**src/common/mgmt_pkg.sv**
```systemverilog
package mgmt_pkg;

	//////////////////////////////////////////////////
	// Register opcodes

	// Decoded register targets on the management bus
	typedef enum logic [3:0] {
		REG_NONE,
		REG_ID,
		REG_SCRATCH,
		REG_FAN0_LO,
		REG_FAN0_HI,
		REG_FAN1_LO,
		REG_FAN1_HI,
		REG_MUXSEL,
		REG_FRONT_CS,
		REG_FRONT_DATA,
		REG_FRONT_STATUS
	} mgmt_reg_t;

	// One crossbar output select
	typedef logic [3:0] muxsel_t;

	localparam int NUM_MUXSEL = 12;

	// Board identification byte
	localparam logic [7:0] MGMT_ID_VALUE = 8'hA5;

	//////////////////////////////////////////////////
	// Address map

	localparam logic [15:0] ADDR_ID = 16'h0000;
	localparam logic [15:0] ADDR_SCRATCH = 16'h0001;
	localparam logic [15:0] ADDR_FAN0_LO = 16'h0010;
	localparam logic [15:0] ADDR_FAN0_HI = 16'h0011;
	localparam logic [15:0] ADDR_FAN1_LO = 16'h0012;
	localparam logic [15:0] ADDR_FAN1_HI = 16'h0013;
	localparam logic [15:0] ADDR_FRONT_CS = 16'h0020;
	localparam logic [15:0] ADDR_FRONT_DATA = 16'h0021;
	localparam logic [15:0] ADDR_FRONT_STATUS = 16'h0022;
	// Mux select i lives at base plus i
	localparam logic [15:0] ADDR_MUXSEL_BASE = 16'h0040;

	//////////////////////////////////////////////////
	// Sizing

	// sys_clk cycles per SPI half period
	localparam int SPI_CLKDIV = 4;
	localparam int SPI_DIV_W = $clog2(SPI_CLKDIV + 1);
	// Tach counting window in sys_clk cycles
	localparam int TACH_WINDOW = 2000;
	localparam int TACH_WIN_W = $clog2(TACH_WINDOW + 1);

endpackage

```
**src/common/mgmt_cmd_if.sv**
```systemverilog
interface mgmt_cmd_if;
	import mgmt_pkg::*;

	// Single-cycle read and write strobes
	logic rd;
	logic wr;

	// Target register
	mgmt_reg_t op;
	// Mux select number for REG_MUXSEL
	logic [3:0] index;
	logic [7:0] wdata;

	// Decode stage produces the command
	modport decode (output rd, output wr, output op, output index, output wdata);

	// Write side only
	modport execute (input wr, input op, input index, input wdata);

	// Read side only
	modport result (input rd, input op, input index);

endinterface

```
**src/logic/fan_tach_counter.sv**
```systemverilog
module fan_tach_counter (
	input logic sys_clk,
	input logic rst_n,
	input logic tach,
	output logic [15:0] count
);
	import mgmt_pkg::*;

	// Two-flop synchronizer plus previous value for edge detect
	logic tach_meta;
	logic tach_sync;
	logic tach_prev;

	logic [TACH_WIN_W-1:0] win_cnt;
	logic [15:0] edge_cnt;
	logic rise;
	logic win_end;

	assign rise = tach_sync & ~tach_prev;
	assign win_end = (win_cnt == TACH_WIN_W'(TACH_WINDOW - 1));

	always_ff @(posedge sys_clk) begin
		if (!rst_n) begin
			tach_meta <= 1'b0;
			tach_sync <= 1'b0;
			tach_prev <= 1'b0;
			win_cnt <= '0;
			edge_cnt <= '0;
			count <= '0;
		end else begin
			tach_meta <= tach;
			tach_sync <= tach_meta;
			tach_prev <= tach_sync;

			if (win_end) begin
				// Latch this window including an edge on its last cycle
				win_cnt <= '0;
				count <= edge_cnt + 16'(rise);
				edge_cnt <= '0;
			end else begin
				win_cnt <= win_cnt + 1'b1;
				edge_cnt <= edge_cnt + 16'(rise);
			end
		end
	end

endmodule

```
**src/logic/mgmt_subsystem.sv**
```systemverilog
module mgmt_subsystem (
	input logic sys_clk,
	input logic rst_n,
	input logic rd_en,
	input logic [15:0] rd_addr,
	input logic wr_en,
	input logic [15:0] wr_addr,
	input logic [7:0] wr_data,
	output logic rd_valid,
	output logic [7:0] rd_data,
	input logic [1:0] fan_tach,
	output logic frontpanel_sck,
	output logic frontpanel_mosi,
	output logic frontpanel_cs_n,
	input logic frontpanel_miso,
	output mgmt_pkg::muxsel_t [mgmt_pkg::NUM_MUXSEL-1:0] muxsel
);

	logic [15:0] fan0_count;
	logic [15:0] fan1_count;
	logic [7:0] scratch;
	logic spi_start;
	logic [7:0] spi_tx_data;
	logic spi_busy;
	logic [7:0] spi_rx_data;

	//////////////////////////////////////////////////
	// Fan tachometers

	fan_tach_counter fan_tach0 (
		.sys_clk(sys_clk),
		.rst_n(rst_n),
		.tach(fan_tach[0]),
		.count(fan0_count)
	);

	fan_tach_counter fan_tach1 (
		.sys_clk(sys_clk),
		.rst_n(rst_n),
		.tach(fan_tach[1]),
		.count(fan1_count)
	);

	//////////////////////////////////////////////////
	// Front panel SPI

	spi_host front_spi (
		.sys_clk(sys_clk),
		.rst_n(rst_n),
		.start(spi_start),
		.tx_data(spi_tx_data),
		.miso(frontpanel_miso),
		.sck(frontpanel_sck),
		.mosi(frontpanel_mosi),
		.busy(spi_busy),
		.rx_data(spi_rx_data)
	);

	//////////////////////////////////////////////////
	// Register pipeline

	// Decoded command shared by execute and result
	mgmt_cmd_if cmd_if ();

	mgmt_reg_decode reg_decode (
		.sys_clk(sys_clk),
		.rst_n(rst_n),
		.rd_en(rd_en),
		.rd_addr(rd_addr),
		.wr_en(wr_en),
		.wr_addr(wr_addr),
		.wr_data(wr_data),
		.cmd(cmd_if.decode)
	);

	mgmt_reg_execute reg_execute (
		.sys_clk(sys_clk),
		.rst_n(rst_n),
		.cmd(cmd_if.execute),
		.busy(spi_busy),
		.scratch(scratch),
		.muxsel(muxsel),
		.front_cs_n(frontpanel_cs_n),
		.spi_start(spi_start),
		.spi_tx_data(spi_tx_data)
	);

	mgmt_read_result read_result (
		.sys_clk(sys_clk),
		.rst_n(rst_n),
		.cmd(cmd_if.result),
		.scratch(scratch),
		.muxsel(muxsel),
		.front_cs_n(frontpanel_cs_n),
		.busy(spi_busy),
		.spi_rx_data(spi_rx_data),
		.fan0_count(fan0_count),
		.fan1_count(fan1_count),
		.rd_valid(rd_valid),
		.rd_data(rd_data)
	);

endmodule

```
**src/logic/spi_host.sv**
```systemverilog
module spi_host (
	input logic sys_clk,
	input logic rst_n,
	input logic start,
	input logic [7:0] tx_data,
	input logic miso,
	output logic sck,
	output logic mosi,
	output logic busy,
	output logic [7:0] rx_data
);
	import mgmt_pkg::*;

	// DONE is the final half period with sck high
	typedef enum logic [1:0] {
		ST_IDLE,
		ST_SHIFT,
		ST_DONE
	} spi_state_t;

	spi_state_t state;
	logic [SPI_DIV_W-1:0] div_cnt;
	// sck toggles so far in this byte
	logic [3:0] half_cnt;
	logic [7:0] tx_shift;
	logic [7:0] rx_shift;

	logic half_tick;
	logic rise_tick;
	logic fall_tick;

	assign half_tick = (div_cnt == SPI_DIV_W'(SPI_CLKDIV - 1));
	assign rise_tick = (state == ST_SHIFT) && half_tick && !sck;
	assign fall_tick = (state == ST_SHIFT) && half_tick && sck;
	assign busy = (state != ST_IDLE);

	//////////////////////////////////////////////////
	// Control and clock generation

	always_ff @(posedge sys_clk) begin
		if (!rst_n) begin
			state <= ST_IDLE;
			div_cnt <= '0;
			half_cnt <= '0;
			sck <= 1'b0;
			mosi <= 1'b0;
			rx_data <= '0;
		end else begin
			case (state)
				ST_IDLE: begin
					div_cnt <= '0;
					half_cnt <= '0;
					if (start) begin
						// First bit goes out ahead of the first rising edge
						state <= ST_SHIFT;
						mosi <= tx_data[7];
					end
				end
				ST_SHIFT: begin
					div_cnt <= half_tick ? '0 : div_cnt + 1'b1;
					if (half_tick) begin
						sck <= ~sck;
						half_cnt <= half_cnt + 1'b1;
						// Next bit on the falling edge
						if (sck)
							mosi <= tx_shift[6];
						// Toggle 15 is the last rising edge
						if (half_cnt == 4'd14)
							state <= ST_DONE;
					end
				end
				ST_DONE: begin
					div_cnt <= div_cnt + 1'b1;
					if (half_tick) begin
						sck <= 1'b0;
						mosi <= 1'b0;
						rx_data <= rx_shift;
						state <= ST_IDLE;
					end
				end
				default: state <= ST_IDLE;
			endcase
		end
	end

	//////////////////////////////////////////////////
	// Shift registers

	always_ff @(posedge sys_clk) begin
		if (state == ST_IDLE && start)
			tx_shift <= tx_data;
		else if (fall_tick)
			tx_shift <= {tx_shift[6:0], 1'b0};

		// MSB first on MISO as well
		if (rise_tick)
			rx_shift <= {rx_shift[6:0], miso};
	end

endmodule

```
**src/regs/mgmt_read_result.sv**
```systemverilog
module mgmt_read_result (
	input logic sys_clk,
	input logic rst_n,
	mgmt_cmd_if.result cmd,
	input logic [7:0] scratch,
	input mgmt_pkg::muxsel_t [mgmt_pkg::NUM_MUXSEL-1:0] muxsel,
	input logic front_cs_n,
	input logic busy,
	input logic [7:0] spi_rx_data,
	input logic [15:0] fan0_count,
	input logic [15:0] fan1_count,
	output logic rd_valid,
	output logic [7:0] rd_data
);
	import mgmt_pkg::*;

	logic [7:0] sel_data;

	// Read mux by opcode
	always_comb begin
		case (cmd.op)
			REG_ID: sel_data = MGMT_ID_VALUE;
			REG_SCRATCH: sel_data = scratch;
			REG_FAN0_LO: sel_data = fan0_count[7:0];
			REG_FAN0_HI: sel_data = fan0_count[15:8];
			REG_FAN1_LO: sel_data = fan1_count[7:0];
			REG_FAN1_HI: sel_data = fan1_count[15:8];
			REG_MUXSEL: sel_data = {4'h0, muxsel[cmd.index]};
			REG_FRONT_CS: sel_data = {7'h00, front_cs_n};
			REG_FRONT_DATA: sel_data = spi_rx_data;
			REG_FRONT_STATUS: sel_data = {7'h00, busy};
			// Unmapped reads return zero
			default: sel_data = 8'h00;
		endcase
	end

	always_ff @(posedge sys_clk) begin
		if (!rst_n)
			rd_valid <= 1'b0;
		else
			rd_valid <= cmd.rd;
	end

	// Data only loads on a read so it holds between reads
	always_ff @(posedge sys_clk) begin
		if (cmd.rd)
			rd_data <= sel_data;
	end

endmodule

```
**src/regs/mgmt_reg_decode.sv**
```systemverilog
module mgmt_reg_decode (
	input logic sys_clk,
	input logic rst_n,
	input logic rd_en,
	input logic [15:0] rd_addr,
	input logic wr_en,
	input logic [15:0] wr_addr,
	input logic [7:0] wr_data,
	mgmt_cmd_if.decode cmd
);
	import mgmt_pkg::*;

	logic [15:0] dec_addr;
	// Wraps for addresses below the mux base so one compare covers the range
	logic [15:0] mux_offset;
	mgmt_reg_t dec_op;
	logic [3:0] dec_index;

	//////////////////////////////////////////////////
	// Address decode

	always_comb begin
		// Shared decoder with read taking priority
		dec_addr = rd_en ? rd_addr : wr_addr;
		mux_offset = dec_addr - ADDR_MUXSEL_BASE;
		dec_op = REG_NONE;
		dec_index = '0;
		case (dec_addr)
			ADDR_ID: dec_op = REG_ID;
			ADDR_SCRATCH: dec_op = REG_SCRATCH;
			ADDR_FAN0_LO: dec_op = REG_FAN0_LO;
			ADDR_FAN0_HI: dec_op = REG_FAN0_HI;
			ADDR_FAN1_LO: dec_op = REG_FAN1_LO;
			ADDR_FAN1_HI: dec_op = REG_FAN1_HI;
			ADDR_FRONT_CS: dec_op = REG_FRONT_CS;
			ADDR_FRONT_DATA: dec_op = REG_FRONT_DATA;
			ADDR_FRONT_STATUS: dec_op = REG_FRONT_STATUS;
			default: begin
				if (mux_offset < 16'(NUM_MUXSEL)) begin
					dec_op = REG_MUXSEL;
					dec_index = mux_offset[3:0];
				end
			end
		endcase
	end

	//////////////////////////////////////////////////
	// Pipeline stage

	always_ff @(posedge sys_clk) begin
		if (!rst_n) begin
			cmd.rd <= 1'b0;
			cmd.wr <= 1'b0;
			cmd.op <= REG_NONE;
		end else begin
			cmd.rd <= rd_en;
			cmd.wr <= wr_en;
			cmd.op <= dec_op;
		end
	end

	// Mux index and write data travel with the strobes
	always_ff @(posedge sys_clk) begin
		cmd.index <= dec_index;
		cmd.wdata <= wr_data;
	end

endmodule

```
**src/regs/mgmt_reg_execute.sv**
```systemverilog
module mgmt_reg_execute (
	input logic sys_clk,
	input logic rst_n,
	mgmt_cmd_if.execute cmd,
	input logic busy,
	output logic [7:0] scratch,
	output mgmt_pkg::muxsel_t [mgmt_pkg::NUM_MUXSEL-1:0] muxsel,
	output logic front_cs_n,
	output logic spi_start,
	output logic [7:0] spi_tx_data
);
	import mgmt_pkg::*;

	// Data write accepted only with the SPI host idle
	// spi_start covers the cycle before busy rises
	logic shift_req;

	assign shift_req = cmd.wr && (cmd.op == REG_FRONT_DATA) && !busy && !spi_start;

	//////////////////////////////////////////////////
	// Writable registers

	always_ff @(posedge sys_clk) begin
		if (!rst_n) begin
			scratch <= '0;
			muxsel <= '0;
			// Front panel deselected out of reset
			front_cs_n <= 1'b1;
			spi_start <= 1'b0;
		end else begin
			// One-cycle start pulse
			spi_start <= shift_req;

			if (cmd.wr) begin
				case (cmd.op)
					REG_SCRATCH: scratch <= cmd.wdata;
					// Only the low nibble is kept
					REG_MUXSEL: muxsel[cmd.index] <= cmd.wdata[3:0];
					REG_FRONT_CS: front_cs_n <= cmd.wdata[0];
					// Read-only and unmapped targets drop the write
					default: ;
				endcase
			end
		end
	end

	// Byte held for the SPI host to load with the start pulse
	always_ff @(posedge sys_clk) begin
		if (shift_req)
			spi_tx_data <= cmd.wdata;
	end

endmodule

```
**config.mk**
```make
export PLATFORM = sky130hd
export DESIGN_NAME = mgmt_subsystem
export DESIGN_NICKNAME = d
export VERILOG_FILES = /design/src/common/mgmt_pkg.sv /design/src/common/mgmt_cmd_if.sv /design/src/logic/fan_tach_counter.sv /design/src/logic/mgmt_subsystem.sv /design/src/logic/spi_host.sv /design/src/regs/mgmt_read_result.sv /design/src/regs/mgmt_reg_decode.sv /design/src/regs/mgmt_reg_execute.sv
export SDC_FILE = /design/constraint.sdc
export NUM_CORES = 1
export LEC_CHECK = 0
export BUFFER_PORTS_ARGS = -buffer_cell sky130_fd_sc_hd__buf_2
export CAP_MARGIN = 15
export CELL_PAD_IN_SITES_DETAIL_PLACEMENT = 2
export CELL_PAD_IN_SITES_GLOBAL_PLACEMENT = 2
export CORE_ASPECT_RATIO = 0.7
export CORE_MARGIN = 10
export CORE_UTILIZATION = 33
export DETAILED_ROUTE_END_ITERATION = 8
export PLACE_DENSITY = 0.71
export REMOVE_ABC_BUFFERS = 1
export SYNTH_ARGS = -nofsm -noshare
export SYNTH_HDL_FRONTEND = slang
export SYNTH_SLANG_ARGS = --single-unit
```
**constraint.sdc**
```tcl
create_clock -name sys_clk -period 1.95 [get_ports sys_clk]
set_clock_uncertainty 0.05 [all_clocks]
set_input_delay 0.195 -clock sys_clk [delete_from_list [all_inputs] [get_ports sys_clk]]
set_output_delay 0.195 -clock sys_clk [all_outputs]
set_load 0.02 [all_outputs]
```
==> out/qor.txt <==
Status = finished, final reports clean
Tightest Hold Check Type = in2reg
Fin Hold WS = 0.0858 ns
Final Net Count = 1176
Commonest non-fill, non-tap cell in the layout = dfxtp_1
Core box area = 0.0278 mm^2
Worst Tran Pin Value = 0.731 ns
Gate count after technology mapping = 949
Post-synthesis sequential area ratio = 0.504
H-tree levels = 1
Max-cap viol count = 0
Tcrit/Tclk final = 0.981
Yosys warns = 0
Final Max Slew Viols = 0
Worst EP required = 2.18 ns
Setup WS pre-CTS = -0.192 ns
Number of CTS-inserted buffers = 23
Worst setup path class = reg2reg
Unrepaired setup endpoints after global routing = yes
Critical Path, Cell by Cell = buf_12 -> mux4_2 -> mux2i_4 -> o22ai_2 -> a221o_1
Synth-to-layout area growth = 26.1%
Vias in the first global route = 8456
Crit-path max FO = 6
Sw frac = 0.231
Most frequent cells in the layout = 183 x dfxtp_1, 119 x nor2_1, 106 x buf_2
Final hold violations = 0
Area of the mapped netlist = 0.00932 mm^2
Reg power frac = 0.496
Final wirelength = 31300 um
GR Overflow Total = 0
Clock power share = 0.460
CP arrival = 2.15 ns
EDFF count, synth = 31
Final Critical Period = 1.91 ns
Initial antenna violation count = 1
Starting density of the core = 0.335
RD Place Congestion = 0.789
Clock Tree Root = clkbuf_16
# port buffers = 106
Final instance area = 0.0118 mm^2
Ys flop type = dfxtp_1
Yosys reg bits = 219
Worst path max stage delay = 0.55 ns
Total GRT Usage = 0.171
Crit start category = flip-flop
PD cells = 798 mW/mm^2
Largest net degree at the start of global routing = 72
Max stage delay cell, worst path = mux4_2
Gate power share = 0.044
Total Die Area = 0.0355 mm^2
DP Area = 0.0107 mm^2
Netlist cell types = 67
Rel. slew slack = 0.512
Leak = 4.51 nW
Routed WL per cell = 20.8 um
I/O pins = 107
Clk buf depth = 3
Final-report setup violation count = 0
Final ANT Viol Nets = 0
HPWL after detailed placement = 22400 um
Switching power total = 2.17 mW
First-pass GRT wire length = 49300 um
Post-layout util = 0.422
Synth Area per Inst = 9.82 um^2
Via count = 7632
Iter 0 DRT Violations = 349
Vias per cell = 5.08
Vert. Die Dim = 161 um
CP endpoint kind = flip-flop
Clock Sinks = 219
Worst skew pair latency = 0.53 ns
DRC viols = 0
Die W = 221 um
Layout cells sized above 1 = 0.242
Final setup margin = 0.0371 ns
Clock slew at reported path FFs = 0.06 ns
Row Count = 51
Fmax achieved = 523 MHz
TritonRoute pass-1 iters = 5
VDD IR max = 0.576 mV
CTS tree = yes
Asr flop ratio synth = 0
Internal Power = 7.21 mW
-- cells by family after synthesis --
kind of cell / synth area share
DFF: 0.504
muxes: 0.0967
AOI/OAI and AO/OA: 0.109
adders and majority gates: 0.0201
xor gates and xnor gates: 0.0451
and+or+nand+nor: 0.192
buffers and inverters: 0.0340
-- layer usage --
metal / GRT usage / vias up / routed length [um]
met5: 0 / - / 0
met4: 0.0345 / 0 / 503
met3: 0.0312 / 32 / 1170
met2: 0.277 / 123 / 14300
met1: 0.233 / 3842 / 15300
li1: - / 3635 / -
-- cell type report --
type / instances / area [um^2]
fill: 3041 / 16100
sequential: 219 / 4710
multi-input combinational: 651 / 4440
timing repair buffer: 191 / 1320
clock buffer: 30 / 632
tap: 371 / 464
inverter: 28 / 105
clock inverter: 12 / 87.6
antenna: 1 / 2.50
-- timing repair --
item,in CTS,in global routing
hold endpoints to repair,15,0
hold buffers,17,0
setup endpoints to repair,3,65
pin swaps,0,16
setup buffers,0,2
gates resized for setup,4,37
-- synthesized netlist by cell type (3+ instances only) --
| library cell | number | share of area |
|---|---|---|
| o211a_1 | 6 | 0.0064 |
| edfxtp_1 | 31 | 0.10 |
| xor2_1 | 26 | 0.024 |
| a21boi_0 | 18 | 0.014 |
| a21oi_1 | 31 | 0.017 |
| nand4_1 | 7 | 0.0047 |
| ha_1 | 15 | 0.020 |
| nand2_1 | 76 | 0.031 |
| dfxtp_1 | 188 | 0.40 |
| mux2_2 | 11 | 0.013 |
| nand2b_1 | 5 | 0.0034 |
| and2_1 | 14 | 0.0094 |
| nor3_1 | 6 | 0.0032 |
| o21ai_0 | 13 | 0.0070 |
| mux4_2 | 12 | 0.029 |
| a21o_1 | 3 | 0.0024 |
| nor2_1 | 123 | 0.050 |
| mux2i_1 | 47 | 0.050 |
| a211oi_1 | 25 | 0.020 |
| o22ai_1 | 5 | 0.0034 |
| nor2b_1 | 40 | 0.027 |
| a22oi_1 | 9 | 0.0072 |
| buf_1 | 5 | 0.0020 |
| buf_2 | 7 | 0.0038 |
| and3_1 | 13 | 0.0087 |
| inv_1 | 26 | 0.010 |
| clkbuf_1 | 37 | 0.015 |
| nor3b_1 | 7 | 0.0056 |
| nand3_1 | 67 | 0.036 |
| xnor2_1 | 22 | 0.021 |
| a221oi_1 | 4 | 0.0038 |
-- state kept, by name, summed over array words and instances, names as in the netlist, 7 cells and up --
name / count
reg_decode.cmd.wdata: 8
fan_tach1.edge_cnt: 16
fan_tach1.count: 16
reg_execute.muxsel: 48
front_spi.tx_shift: 7
reg_execute.scratch: 8
fan_tach1.win_cnt: 11
front_spi.rx_shift: 8
reg_execute.spi_tx_data: 8
fan_tach0.edge_cnt: 16
read_result.rd_data: 8
fan_tach0.win_cnt: 11
front_spi.rx_data: 8
fan_tach0.count: 16
-- power by group through the flow --
| stage | registers, mW | clock network, mW | logic, mW |
|---|---|---|---|
| 2_1_floorplan | 4.75 | 0 | 0.158 |
| 3_3_place_gp | 4.75 | 0 | 0.369 |
| 3_5_place_dp | 4.75 | 0 | 0.379 |
| 4_1_cts | 4.65 | 4.42 | 0.408 |
| 5_1_grt | 4.65 | 4.61 | 0.455 |
| 6_report | 4.65 | 4.31 | 0.410 |
-- stage by stage --
step | cells | TNS, ns | power, mW
floorplan | 898 | -22.15 | 4.91
global placement | 1441 | -0.155 | 5.12
detailed placement | 1441 | -0.548 | 5.13
finish | 1503 | 0 | 9.37
global route | 1503 | -0.348 | 9.72
CTS | 1500 | 0 | 9.48
-- final timing paths --
path	startpoint	to	slack [ns]	cells past startpoint
min reg2reg	front_spi.rx_shift[4]$_DFFE_PP_	front_spi.rx_shift[5]$_DFFE_PP_	0.41	0
max reg2reg	reg_decode.cmd.index[0]$_SDFF_PP0_	read_result.rd_data[1]$_SDFFCE_PN0P_	0.04	5
min	wr_addr[0]	reg_decode.cmd.index[0]$_SDFF_PP0_	0.09	4
max	reg_decode.cmd.index[0]$_SDFF_PP0_	read_result.rd_data[1]$_SDFFCE_PN0P_	0.04	5
-- worst max-delay path, delay by kind of cell, from the launching register on --
kind,cells,cell delay (ns)
AO/OA/AOI/OAI,2,0.38
buffers and inverters,1,0.13
multiplexers,2,0.75
flip-flops,1,0.37
(Power assumes the default switching activity.)
